--- src/design/cpu_pkg.sv ---
`default_nettype none

package cpu_pkg;

    localparam int XLEN     = 32;
    localparam int NUM_REGS = 32;

    typedef logic [XLEN-1:0] word_t;
    typedef logic [4:0]      reg_addr_t;

    typedef enum logic [3:0] {
        ALU_ADD,
        ALU_SUB,
        ALU_SLT,
        ALU_SLTU,
        ALU_AND,
        ALU_OR,
        ALU_XOR,
        ALU_LUI     // passes the shifted immediate
    } alu_op_e;

    typedef enum logic [1:0] {
        BR_NONE,
        BR_EQ,
        BR_NE,
        BR_ALWAYS
    } br_op_e;

    // register-register forms, instr[31:15]
    localparam logic [16:0] OP17_ADD  = 17'h00020;
    localparam logic [16:0] OP17_SUB  = 17'h00022;
    localparam logic [16:0] OP17_SLT  = 17'h00024;
    localparam logic [16:0] OP17_SLTU = 17'h00025;
    localparam logic [16:0] OP17_AND  = 17'h00029;
    localparam logic [16:0] OP17_OR   = 17'h0002a;
    localparam logic [16:0] OP17_XOR  = 17'h0002b;

    // instr[31:22]
    localparam logic [9:0]  OP10_ADDI = 10'h00a;

    // instr[31:25]
    localparam logic [6:0]  OP7_LU12I = 7'h0a;

    // branches, instr[31:26]
    localparam logic [5:0]  OP6_B     = 6'h14;
    localparam logic [5:0]  OP6_BEQ   = 6'h16;
    localparam logic [5:0]  OP6_BNE   = 6'h17;

endpackage

`default_nettype wire

--- src/design/regfile.sv ---
`timescale 1ns/1ps
`default_nettype none

module regfile import cpu_pkg::*; (
    input  wire logic      clk,
    input  wire logic      i_rst_n,
    input  wire reg_addr_t i_raddr_a,
    input  wire reg_addr_t i_raddr_b,
    output      word_t     o_rdata_a,
    output      word_t     o_rdata_b,
    input  wire logic      i_we,
    input  wire reg_addr_t i_waddr,
    input  wire word_t     i_wdata
);

    word_t regs [NUM_REGS];

    always_ff @(posedge clk or negedge i_rst_n) begin
        if (!i_rst_n) begin
            for (int i = 0; i < NUM_REGS; i++) begin
                regs[i] <= '0;
            end
        end else if (i_we && i_waddr != '0) begin
            regs[i_waddr] <= i_wdata;
        end
    end

    // r0 reads zero, same-cycle write passes through
    always_comb begin
        if (i_raddr_a == '0) begin
            o_rdata_a = '0;
        end else if (i_we && i_waddr == i_raddr_a) begin
            o_rdata_a = i_wdata;
        end else begin
            o_rdata_a = regs[i_raddr_a];
        end

        if (i_raddr_b == '0) begin
            o_rdata_b = '0;
        end else if (i_we && i_waddr == i_raddr_b) begin
            o_rdata_b = i_wdata;
        end else begin
            o_rdata_b = regs[i_raddr_b];
        end
    end

endmodule

`default_nettype wire

--- src/design/fetch_stage.sv ---
`timescale 1ns/1ps
`default_nettype none

module fetch_stage import cpu_pkg::*; #(
    parameter word_t RESET_PC = 32'h1c00_0000
) (
    input  wire logic  clk,
    input  wire logic  i_rst_n,
    input  wire logic  i_redirect,
    input  wire word_t i_redirect_pc,
    output      word_t o_imem_addr,
    output      word_t o_if_pc,
    output      logic  o_if_valid
);

    word_t pc;
    word_t pc_next;

    assign pc_next     = i_redirect ? i_redirect_pc : pc + 32'd4;
    assign o_imem_addr = pc;

    always_ff @(posedge clk or negedge i_rst_n) begin
        if (!i_rst_n) begin
            pc <= RESET_PC;
        end else begin
            pc <= pc_next;
        end
    end

    // word for pc returns one edge later, tag it here
    always_ff @(posedge clk or negedge i_rst_n) begin
        if (!i_rst_n) begin
            o_if_valid <= 1'b0;
        end else begin
            o_if_valid <= ~i_redirect; // kill the word in flight
        end
    end

    always_ff @(posedge clk) begin
        o_if_pc <= pc;
    end

endmodule

`default_nettype wire

--- src/design/decode_stage.sv ---
`timescale 1ns/1ps
`default_nettype none

module decode_stage import cpu_pkg::*; (
    input  wire logic      clk,
    input  wire logic      i_rst_n,
    input  wire word_t     i_instr,
    input  wire word_t     i_pc,
    input  wire logic      i_valid,
    input  wire logic      i_flush,
    output      reg_addr_t o_rj,
    output      reg_addr_t o_rk,
    input  wire word_t     i_rdata_j,
    input  wire word_t     i_rdata_k,
    output      logic      o_ex_valid,
    output      word_t     o_ex_pc,
    output      alu_op_e   o_ex_alu_op,
    output      br_op_e    o_ex_br_op,
    output      logic      o_ex_use_imm,
    output      word_t     o_ex_imm,
    output      reg_addr_t o_ex_rj,
    output      reg_addr_t o_ex_rk,
    output      reg_addr_t o_ex_rd,
    output      logic      o_ex_we,
    output      word_t     o_ex_br_target,
    output      word_t     o_ex_rdata_j,
    output      word_t     o_ex_rdata_k
);

    reg_addr_t rd;
    alu_op_e   rr_op;
    logic      rr_hit;
    alu_op_e   alu_op;
    br_op_e    br_op;
    logic      use_imm;
    logic      we_raw;
    word_t     imm;
    word_t     br_offs;

    assign rd   = i_instr[4:0];
    assign o_rj = i_instr[9:5];
    // beq/bne compare rj against rd
    assign o_rk = (i_instr[31:26] == OP6_BEQ || i_instr[31:26] == OP6_BNE) ?
                  rd : i_instr[14:10];

    always_comb begin
        rr_op  = ALU_ADD;
        rr_hit = 1'b1;
        case (i_instr[31:15])
            OP17_ADD:  rr_op = ALU_ADD;
            OP17_SUB:  rr_op = ALU_SUB;
            OP17_SLT:  rr_op = ALU_SLT;
            OP17_SLTU: rr_op = ALU_SLTU;
            OP17_AND:  rr_op = ALU_AND;
            OP17_OR:   rr_op = ALU_OR;
            OP17_XOR:  rr_op = ALU_XOR;
            default:   rr_hit = 1'b0;
        endcase
    end

    always_comb begin
        alu_op  = rr_op;
        br_op   = BR_NONE;
        use_imm = 1'b0;
        we_raw  = rr_hit;
        imm     = {{20{i_instr[21]}}, i_instr[21:10]}; // si12
        br_offs = {{14{i_instr[25]}}, i_instr[25:10], 2'b00};
        if (i_instr[31:22] == OP10_ADDI) begin
            alu_op  = ALU_ADD;
            use_imm = 1'b1;
            we_raw  = 1'b1;
        end
        if (i_instr[31:25] == OP7_LU12I) begin
            alu_op  = ALU_LUI;
            use_imm = 1'b1;
            we_raw  = 1'b1;
            imm     = {i_instr[24:5], 12'h000};
        end
        case (i_instr[31:26])
            OP6_BEQ: br_op = BR_EQ;
            OP6_BNE: br_op = BR_NE;
            OP6_B: begin
                br_op   = BR_ALWAYS;
                br_offs = {{4{i_instr[9]}}, i_instr[9:0], i_instr[25:10], 2'b00};
            end
            default: ;
        endcase
    end

    // ID/EX register
    always_ff @(posedge clk or negedge i_rst_n) begin
        if (!i_rst_n) begin
            o_ex_valid <= 1'b0;
            o_ex_we    <= 1'b0;
            o_ex_br_op <= BR_NONE;
        end else begin
            o_ex_valid <= i_valid & ~i_flush;
            o_ex_we    <= we_raw & (rd != '0);   // r0 writes dropped
            o_ex_br_op <= br_op;
        end
    end

    always_ff @(posedge clk) begin
        o_ex_pc        <= i_pc;
        o_ex_alu_op    <= alu_op;
        o_ex_use_imm   <= use_imm;
        o_ex_imm       <= imm;
        o_ex_rj        <= o_rj;
        o_ex_rk        <= o_rk;
        o_ex_rd        <= rd;
        o_ex_br_target <= i_pc + br_offs;
        o_ex_rdata_j   <= i_rdata_j;
        o_ex_rdata_k   <= i_rdata_k;
    end

endmodule

`default_nettype wire

--- src/design/execute_stage.sv ---
`timescale 1ns/1ps
`default_nettype none

module execute_stage import cpu_pkg::*; (
    input  wire logic      clk,
    input  wire logic      i_rst_n,
    input  wire logic      i_ex_valid,
    input  wire word_t     i_ex_pc,
    input  wire alu_op_e   i_ex_alu_op,
    input  wire br_op_e    i_ex_br_op,
    input  wire logic      i_ex_use_imm,
    input  wire word_t     i_ex_imm,
    input  wire reg_addr_t i_ex_rj,
    input  wire reg_addr_t i_ex_rk,
    input  wire reg_addr_t i_ex_rd,
    input  wire logic      i_ex_we,
    input  wire word_t     i_ex_br_target,
    input  wire word_t     i_ex_rdata_j,
    input  wire word_t     i_ex_rdata_k,
    output      logic      o_redirect,
    output      word_t     o_redirect_pc,
    output      word_t     o_wb_pc,
    output      logic      o_wb_we,
    output      reg_addr_t o_wb_rnum,
    output      word_t     o_wb_wdata
);

    word_t src_j;
    word_t src_k;
    word_t op_b;
    word_t alu_res;
    logic  taken;

    // bypass from EX/WB, never matches r0 since its we is dropped in decode
    assign src_j = (o_wb_we && o_wb_rnum == i_ex_rj) ? o_wb_wdata : i_ex_rdata_j;
    assign src_k = (o_wb_we && o_wb_rnum == i_ex_rk) ? o_wb_wdata : i_ex_rdata_k;
    assign op_b  = i_ex_use_imm ? i_ex_imm : src_k;

    always_comb begin
        case (i_ex_alu_op)
            ALU_ADD:  alu_res = src_j + op_b;
            ALU_SUB:  alu_res = src_j - op_b;
            ALU_SLT:  alu_res = {{(XLEN-1){1'b0}}, $signed(src_j) < $signed(op_b)};
            ALU_SLTU: alu_res = {{(XLEN-1){1'b0}}, src_j < op_b};
            ALU_AND:  alu_res = src_j & op_b;
            ALU_OR:   alu_res = src_j | op_b;
            ALU_XOR:  alu_res = src_j ^ op_b;
            ALU_LUI:  alu_res = op_b;
            default:  alu_res = '0;
        endcase
    end

    always_comb begin
        case (i_ex_br_op)
            BR_EQ:     taken = (src_j == src_k);
            BR_NE:     taken = (src_j != src_k);
            BR_ALWAYS: taken = 1'b1;
            default:   taken = 1'b0;
        endcase
    end

    // one cycle only, decode entry gets flushed behind it
    assign o_redirect    = i_ex_valid & taken;
    assign o_redirect_pc = i_ex_br_target;

    // EX/WB register
    always_ff @(posedge clk or negedge i_rst_n) begin
        if (!i_rst_n) begin
            o_wb_we <= 1'b0;
        end else begin
            o_wb_we <= i_ex_valid & i_ex_we;
        end
    end

    always_ff @(posedge clk) begin
        o_wb_pc    <= i_ex_pc;
        o_wb_rnum  <= i_ex_rd;
        o_wb_wdata <= alu_res;
    end

endmodule

`default_nettype wire

--- src/design/cpu_top.sv ---
`timescale 1ns/1ps
`default_nettype none

module cpu_top import cpu_pkg::*; #(
    parameter word_t RESET_PC = 32'h1c00_0000
) (
    input  wire logic      clk,
    input  wire logic      i_rst_n,
    output      word_t     o_imem_addr,
    input  wire word_t     i_imem_rdata,
    output      word_t     o_wb_pc,
    output      logic      o_wb_we,
    output      reg_addr_t o_wb_rnum,
    output      word_t     o_wb_wdata
);

    word_t     if_pc;
    logic      if_valid;
    logic      redirect;
    word_t     redirect_pc;

    reg_addr_t rj;
    reg_addr_t rk;
    word_t     rdata_j;
    word_t     rdata_k;

    // ID/EX
    logic      ex_valid;
    word_t     ex_pc;
    alu_op_e   ex_alu_op;
    br_op_e    ex_br_op;
    logic      ex_use_imm;
    word_t     ex_imm;
    reg_addr_t ex_rj;
    reg_addr_t ex_rk;
    reg_addr_t ex_rd;
    logic      ex_we;
    word_t     ex_br_target;
    word_t     ex_rdata_j;
    word_t     ex_rdata_k;

    fetch_stage #(
        .RESET_PC (RESET_PC)
    ) fetch_stage_inst (
        .clk           (clk),
        .i_rst_n       (i_rst_n),
        .i_redirect    (redirect),
        .i_redirect_pc (redirect_pc),
        .o_imem_addr   (o_imem_addr),
        .o_if_pc       (if_pc),
        .o_if_valid    (if_valid)
    );

    decode_stage decode_stage_inst (
        .clk            (clk),
        .i_rst_n        (i_rst_n),
        .i_instr        (i_imem_rdata),
        .i_pc           (if_pc),
        .i_valid        (if_valid),
        .i_flush        (redirect),
        .o_rj           (rj),
        .o_rk           (rk),
        .i_rdata_j      (rdata_j),
        .i_rdata_k      (rdata_k),
        .o_ex_valid     (ex_valid),
        .o_ex_pc        (ex_pc),
        .o_ex_alu_op    (ex_alu_op),
        .o_ex_br_op     (ex_br_op),
        .o_ex_use_imm   (ex_use_imm),
        .o_ex_imm       (ex_imm),
        .o_ex_rj        (ex_rj),
        .o_ex_rk        (ex_rk),
        .o_ex_rd        (ex_rd),
        .o_ex_we        (ex_we),
        .o_ex_br_target (ex_br_target),
        .o_ex_rdata_j   (ex_rdata_j),
        .o_ex_rdata_k   (ex_rdata_k)
    );

    regfile regfile_inst (
        .clk       (clk),
        .i_rst_n   (i_rst_n),
        .i_raddr_a (rj),
        .i_raddr_b (rk),
        .o_rdata_a (rdata_j),
        .o_rdata_b (rdata_k),
        .i_we      (o_wb_we),
        .i_waddr   (o_wb_rnum),
        .i_wdata   (o_wb_wdata)
    );

    execute_stage execute_stage_inst (
        .clk            (clk),
        .i_rst_n        (i_rst_n),
        .i_ex_valid     (ex_valid),
        .i_ex_pc        (ex_pc),
        .i_ex_alu_op    (ex_alu_op),
        .i_ex_br_op     (ex_br_op),
        .i_ex_use_imm   (ex_use_imm),
        .i_ex_imm       (ex_imm),
        .i_ex_rj        (ex_rj),
        .i_ex_rk        (ex_rk),
        .i_ex_rd        (ex_rd),
        .i_ex_we        (ex_we),
        .i_ex_br_target (ex_br_target),
        .i_ex_rdata_j   (ex_rdata_j),
        .i_ex_rdata_k   (ex_rdata_k),
        .o_redirect     (redirect),
        .o_redirect_pc  (redirect_pc),
        .o_wb_pc        (o_wb_pc),
        .o_wb_we        (o_wb_we),
        .o_wb_rnum      (o_wb_rnum),
        .o_wb_wdata     (o_wb_wdata)
    );

endmodule

`default_nettype wire

--- config.mk ---
export PLATFORM = sky130hd
export DESIGN_NAME = cpu_top
export DESIGN_NICKNAME = d
export VERILOG_FILES = /design/src/design/cpu_pkg.sv /design/src/design/regfile.sv /design/src/design/fetch_stage.sv /design/src/design/decode_stage.sv /design/src/design/execute_stage.sv /design/src/design/cpu_top.sv
export SDC_FILE = /design/constraint.sdc
export NUM_CORES = 2
export LEC_CHECK = 0
export BUFFER_PORTS_ARGS = -buffer_cell sky130_fd_sc_hd__buf_2
export CORE_MARGIN = 2
export CORE_UTILIZATION = 50
export CTS_CLUSTER_DIAMETER = 50
export DETAILED_ROUTE_END_ITERATION = 10
export PLACE_DENSITY_LB_ADDON = 0.1
export SYNTH_ARGS = -nofsm -noshare
export SYNTH_HDL_FRONTEND = slang
export SYNTH_HIERARCHICAL = 1
export SYNTH_SLANG_ARGS = --single-unit
--- constraint.sdc ---
create_clock -name clk -period 6.5 [get_ports clk]
set_input_delay 1.3 -clock clk [delete_from_list [all_inputs] [get_ports clk]]
set_output_delay 1.3 -clock clk [all_outputs]
set_load 0.03 [all_outputs]
# Yosys cells after proc, flatten, opt, wreduce, memory -nomap -nowiden
# Cells that the tools add are included.
totals:
  in_bits: 34
  output_inout_bits: 102
  word_cells: 144
  regBits: 1343
classes:
  addsub: 4
  bitwise: 11
  mux: 27
  reduce_logical: 14
  n_lt_le_gt_ge: 6
  eq_ne: 28
ops:
  columns: ["op", "count"]
  rows:
  - ["1024-bit bitwise mux", 1]
  - ["32-bit 2-to-1 mux", 13]
  - ["32-bit binary-select mux with 5-bit select", 2]
  - ["32-bit one-hot mux with 8 select lines", 1]
  - ["32-bit demux with 5-bit select", 1]
  - ["17-bit by 6-bit equality test with 1-bit output, second input constant", 7]
  - ["32-bit adder", 2]
  - ["32-bit less-than comparator", 2]
  - ["32-bit by 3-bit adder with 32-bit output, second input constant", 1]
  - ["32-bit bitwise AND", 1]
  - ["32-bit equality test", 1]
  - ["32-bit inequality test", 1]
  - ["32-bit OR", 1]
  - ["32-bit subtractor", 1]
  - ["32-bit XOR", 1]
  - ["5-bit equality test", 4]
  - ["6-bit by 5-bit equality test with 1-bit output, second input constant", 3]
  - ["6-bit greater-or-equal comparator, second input constant", 3]
  - ["5-bit inverter with 6-bit output", 3]
  - ["3-bit one-hot mux with 6 select lines", 1]
  - ["4-bit by 3-bit equality test with 1-bit output, second input constant", 4]
  - ["10-bit by 4-bit equality test with 1-bit output, second input constant", 1]
  - ["5-bit zero test", 2]
  - ["5-bit nonzero test", 2]
  - ["other kinds (18)", 31]

# Logic depth before layout (Yosys ltp)
depth:
  word_depth: 8
  ltp_mapped: 22
  ltp_nobuf: 20

# Cells and area by module
# The synthesis kept the hierarchy.
by_module_without_submodules:
  columns: ["module", "instances", "cells_per_inst", "area_each_um2"]
  rows:
  - ["regfile", 1, 3718, 54805.1]
  - ["execute_stage", 1, 1110, 8206.6]
  - ["decode_stage", 1, 473, 5709.2]
  - ["fetch_stage", 1, 220, 2408.6]

# Worst setup path after synthesis
# OpenSTA, ideal clock, no wires.
synth_timing:
  kind: "register -> register"
  startpoint: "reg execute_stage_inst.o_wb_rnum[3]"
  endpoint: "reg execute_stage_inst.o_wb_wdata[30]"
  period_less_slack_ns: 5.238
  path_buffers: 3
  arrival_time_ns: 5.116
  slack_ns: 1.262
  path_stages_with_launch: 22
  cell_sequence: "dfxtp_1 > xnor2_1 > nand4_1 > or2_2 > clkbuf_1 > clkbuf_1 > clkbuf_1 > nand2_1 > a21oi_1 > a21oi_1 > inv_1 > fa_1 > o21ba_1 > o311ai_2 > a211oi_1 > or4_1 > o311a_1 > o31ai_4 > a221o_2 > a21bo_2 > a2111oi_1 > a311o_1"
synth_between:
  elab_chain_cells: 6
synth_lines:
  columns: ["element", "line", "text"]
  rows:
  - ["start, declared", "execute_stage.sv:24", "output reg_addr_t o_wb_rnum,"]
  - ["start signal, assigned", "execute_stage.sv:77", "o_wb_rnum <= i_ex_rd;"]
  - ["5-bit equality test", "execute_stage.sv:36", "assign src_k = (o_wb_we && o_wb_rnum == i_ex_rk) ? o_wb_wdata : i_ex_rdata_k;"]
  - ["1-bit logical AND", "execute_stage.sv:36", null]
  - ["32-bit 2-to-1 mux", "execute_stage.sv:36", null]
  - ["32-bit 2-to-1 mux", "execute_stage.sv:37", "assign op_b = i_ex_use_imm ? i_ex_imm : src_k;"]
  - ["32-bit subtractor, or another cell as far along", "execute_stage.sv:42", "ALU_SUB: alu_res = src_j - op_b;"]
  - ["32-bit one-hot mux with 8 select lines *", "execute_stage.sv:40", "case (i_ex_alu_op)"]
  - ["end signal, assigned", "execute_stage.sv:78", "o_wb_wdata <= alu_res;"]
  - ["end, declared", "execute_stage.sv:25", "output word_t o_wb_wdata"]
# Every way passes the cells marked *; elsewhere a longest branch is shown, timed or not.
# A chain may end at the register's enable or synchronous reset.

# Worst setup path in the final report
layout_timing:
  startpoint: "reg execute_stage_inst.o_wb_rnum[2]"
  endpoint: "reg execute_stage_inst.o_wb_wdata[30]"
# Same word-level chain as after synthesis.

==> flow_summary.yaml <==
timing:
  timing.final.crit_period_ns: 5.85
  worst_pin_slew_ns: 1.13
  slew-limit-headroom: 0.241
  finClkSkew_ns: 0.0419
  period_share: 0.900
  final_setup_violations: 0
  grt_setup_unrepaired: "false"
  timing.fmax_mhz: 171
  timing.final.hold_violations: 0
  final-max-slew-violation-count: 0
  finalSetupTns_ns: 0
yosys:
  synthDominantCellAreaShare: 0.373
  yosys.cell_types.count: 100
  yosysSeqAreaShare: 0.452
  async_sr_flop_fraction: 0.793
  synth.ff_latch_count: 1340
  syn-cell-area_sq_um: 71100
  synth-main-ff-cell: "sky130_fd_sc_hd__dfrtp_1"
  synth_area_per_cell_sq_um: 12.9
  synth_edf_count: 0
  cell_type_with_the_largest_total_area_after_synthesis: "sky130_fd_sc_hd__dfrtp_1"
  post_synth_inst_count: 5521
  yosys_warnings: 6
  synth.top_cells.by_area: "sky130_fd_sc_hd__dfrtp_1 37%, sky130_fd_sc_hd__mux2_2 17%, sky130_fd_sc_hd__mux4_2 14%, sky130_fd_sc_hd__dfxtp_1 7.8%, sky130_fd_sc_hd__ha_1 2.3%"
  synth_nets: 5689
clock_tree:
  cts_tree: "built"
  number_of_gates_resized_after_cts: 0
  worstSkewPairLatency_ns: 0.81
  cts_hold_repair.buffers: 0
  cts_num_sinks: 1340
  cts-buffers-inserted: 166
  cts-root-buf: "sky130_fd_sc_hd__clkbuf_16"
  max-clock-path-buffers: 3
  clk_pin_slew_worst_paths_ns: 0.06
  post_cts_setup_repair_bufs: 0
  htree_levels: 4
power:
  total_power_mw: 22.0
  vdd.ir_drop.worst_v: 0.000237
  total_power_divided_by_cell_area_nw_per_um2: 277
  p_leak_nw: 36.3
global_route:
  vias_in_the_first_global_route: 49700
  globalRouteOverflowTotal: 0
  grt_use_total: 0.339
  grt_first_pass_wirelength_um: 358000
  antenna_found_initial: 8
  pin_count_of_the_biggest_net_entering_global_routing: 169
route:
  drc_violations_left: 0
  drt-initial-drc-count: 5473
  drt-total-wl_um: 246000
  dr_total_vias: 49900
  post_detailed_route_count_of_antenna_violating_nets: 0
  routed_wire_length_per_instance_um: 32.9
  detail_route.first_pass.iterations: 6
  viasPerCell: 6.65
critical_path:
  endpoint_kind: "register"
  timing.critical_path.from_type: "register"
  timing.critical_path.fanout_max: 16
  worst_ep_required_time_ns: 7.19
  critPathArrivalTime_ns: 6.54
  path_type_of_the_worst_setup_path: "register to register"
placed_design:
  placedInstanceArea_sq_um: 73500
  globalplace.congestion: 0.929
  numPortBuffers: 135
  place_inst: 7190
  hpwlAfterDp_um: 154000
hold_path:
  worstHoldPathType: "register to register"
floorplan:
  die_x_extent_um: 381
  floorplan.initialDensity: 0.503
  rows: 138
  floorplan.core_area_sq_um: 141000
  io-pin-count: 136
  die_h_um: 381
  design.die.area_sq_um: 145000
final_layout:
  postLayoutCellArea_sq_um: 79300
  area_of_all_sequential_standard_cells_sq_um: 32100
  num-nets-final: 5636
  area_of_the_multi_input_gates_sq_um: 36200
  layout.cells.most_common_list: "1059 x sky130_fd_sc_hd__mux2_2, 1059 x sky130_fd_sc_hd__dfrtp_1, 444 x sky130_fd_sc_hd__mux4_2"
  filler_cell_count: 11700
  final_layout_size_suffix_gt1_frac: 0.393
  layout.core_utilization: 0.561
  finish.cell_count_without_fillers: 7501
  syn2layout_area_growth_pct: 11.5
status:
  status: "complete, no violations"
job:
  cap_violations: 0
## routing by layer
layer / wire length, um / share of wire / global-route usage
met5: 39 / 0.00016 / 0
met4: 13100 / 0.053 / 0.162
met3: 20300 / 0.082 / 0.0718
met2: 111000 / 0.45 / 0.510
met1: 102000 / 0.41 / 0.468
## critical path, stage by stage, from the launching register on
cell                        delay, ns
sky130_fd_sc_hd__dfxtp_1         0.65
sky130_fd_sc_hd__xnor2_1         0.18
sky130_fd_sc_hd__nand4_1         0.16
sky130_fd_sc_hd__or2_2           0.51
sky130_fd_sc_hd__nand2_1         0.15
sky130_fd_sc_hd__nand2_1         0.12
sky130_fd_sc_hd__mux2i_1         0.33
sky130_fd_sc_hd__inv_1           0.11
sky130_fd_sc_hd__ha_1            0.22
sky130_fd_sc_hd__fa_1            0.43
sky130_fd_sc_hd__o21ba_1         0.22
sky130_fd_sc_hd__o311ai_2        0.33
sky130_fd_sc_hd__a211oi_1        0.23
sky130_fd_sc_hd__or4_1           0.53
sky130_fd_sc_hd__o311a_1         0.44
sky130_fd_sc_hd__o31ai_4         0.30
sky130_fd_sc_hd__a221o_2         0.23
sky130_fd_sc_hd__a21bo_2         0.15
sky130_fd_sc_hd__a2111oi_1       0.07
sky130_fd_sc_hd__a311o_1         0.35
## metrics by stage
step | hold WS, ns | setup WS (ns)
global route | 0.321 | 0.385
detailed placement | 0.312 | 0.787
global placement | 0.310 | 0.846
CTS | 0.323 | 0.773
finish | 0.323 | 0.653
floorplan | 0.310 | 1.26
## sequential cells by signal, indices dropped and copies added (netlist names), 30 cells and up
signal                            count
fetch_stage_inst/o_imem_addr         32
decode_stage_inst/o_ex_rdata_j       32
regfile_inst/regs                  1024
decode_stage_inst/o_ex_br_target     32
execute_stage_inst/o_wb_wdata        32
decode_stage_inst/o_ex_imm           32
decode_stage_inst/o_ex_pc            30
decode_stage_inst/o_ex_rdata_k       32
fetch_stage_inst/o_if_pc             32
execute_stage_inst/o_wb_pc           32
## cells in the mapped netlist, types with 69 or more instances
master                     number
sky130_fd_sc_hd__a21oi_1      154
sky130_fd_sc_hd__a22oi_1      139
sky130_fd_sc_hd__buf_2        101
sky130_fd_sc_hd__mux2i_1      145
sky130_fd_sc_hd__buf_1         73
sky130_fd_sc_hd__o22ai_1       73
sky130_fd_sc_hd__dfxtp_1      278
sky130_fd_sc_hd__o21ai_0      124
sky130_fd_sc_hd__buf_4         69
sky130_fd_sc_hd__inv_1        102
sky130_fd_sc_hd__xnor2_1       81
sky130_fd_sc_hd__mux4_2       444
sky130_fd_sc_hd__nor2_1       184
sky130_fd_sc_hd__nand2_1      254
sky130_fd_sc_hd__clkbuf_1     275
sky130_fd_sc_hd__ha_1         131
sky130_fd_sc_hd__mux2_2      1062
sky130_fd_sc_hd__dfrtp_1     1059
## cell families (layout without fill, tap and decap cells)
logic type,Yosys count,in the layout,share of synthesized area
AO/OA/AOI/OAI,892,892,0.0868
flip-flops,1340,1340,0.452
multiplexers,1659,1659,0.330
buffers and inverters,652,740,0.0435
other,1,3,0.0000527
AND/OR/NAND/NOR,721,721,0.0485
XOR/XNOR,122,122,0.0150
adder cells (fa/ha/maj),134,134,0.0239
## where the power goes
group	switching [mW]	internal (mW)	total [mW]
combinational	2.10	1.01	3.12
sequential	0.352	8.84	9.19
clock	3.91	5.76	9.66
## final timing paths
| check | start | endpoint | slack, ns | cells past startpoint |
|---|---|---|---|---|
| max in group asynchronous | i_rst_n | regfile_inst/regs[869] | 4.41 | 2 |
| max | execute_stage_inst/o_wb_rnum[2] | execute_stage_inst/o_wb_wdata[30] | 0.65 | 19 |
| max reg2reg | execute_stage_inst/o_wb_rnum[2] | execute_stage_inst/o_wb_wdata[30] | 0.65 | 19 |
| min reg2reg | decode_stage_inst/o_ex_rd[4] | execute_stage_inst/o_wb_rnum[4] | 0.32 | 0 |
| min | decode_stage_inst/o_ex_rd[4] | execute_stage_inst/o_wb_rnum[4] | 0.32 | 0 |
| min in group asynchronous | i_rst_n | regfile_inst/regs[495] | 0.54 | 1 |
## final cells by class
class	instances	area share
diodes	2	0.0000631
clock buffers	229	0.0610
clock inverters	80	0.0122
inverters	104	0.00492
multi-input cells	3529	0.456
flip-flops and latches	1340	0.405
well taps	1890	0.0298
repair buffers	327	0.0300
No activity file was read; power rests on OpenSTA's default activity.
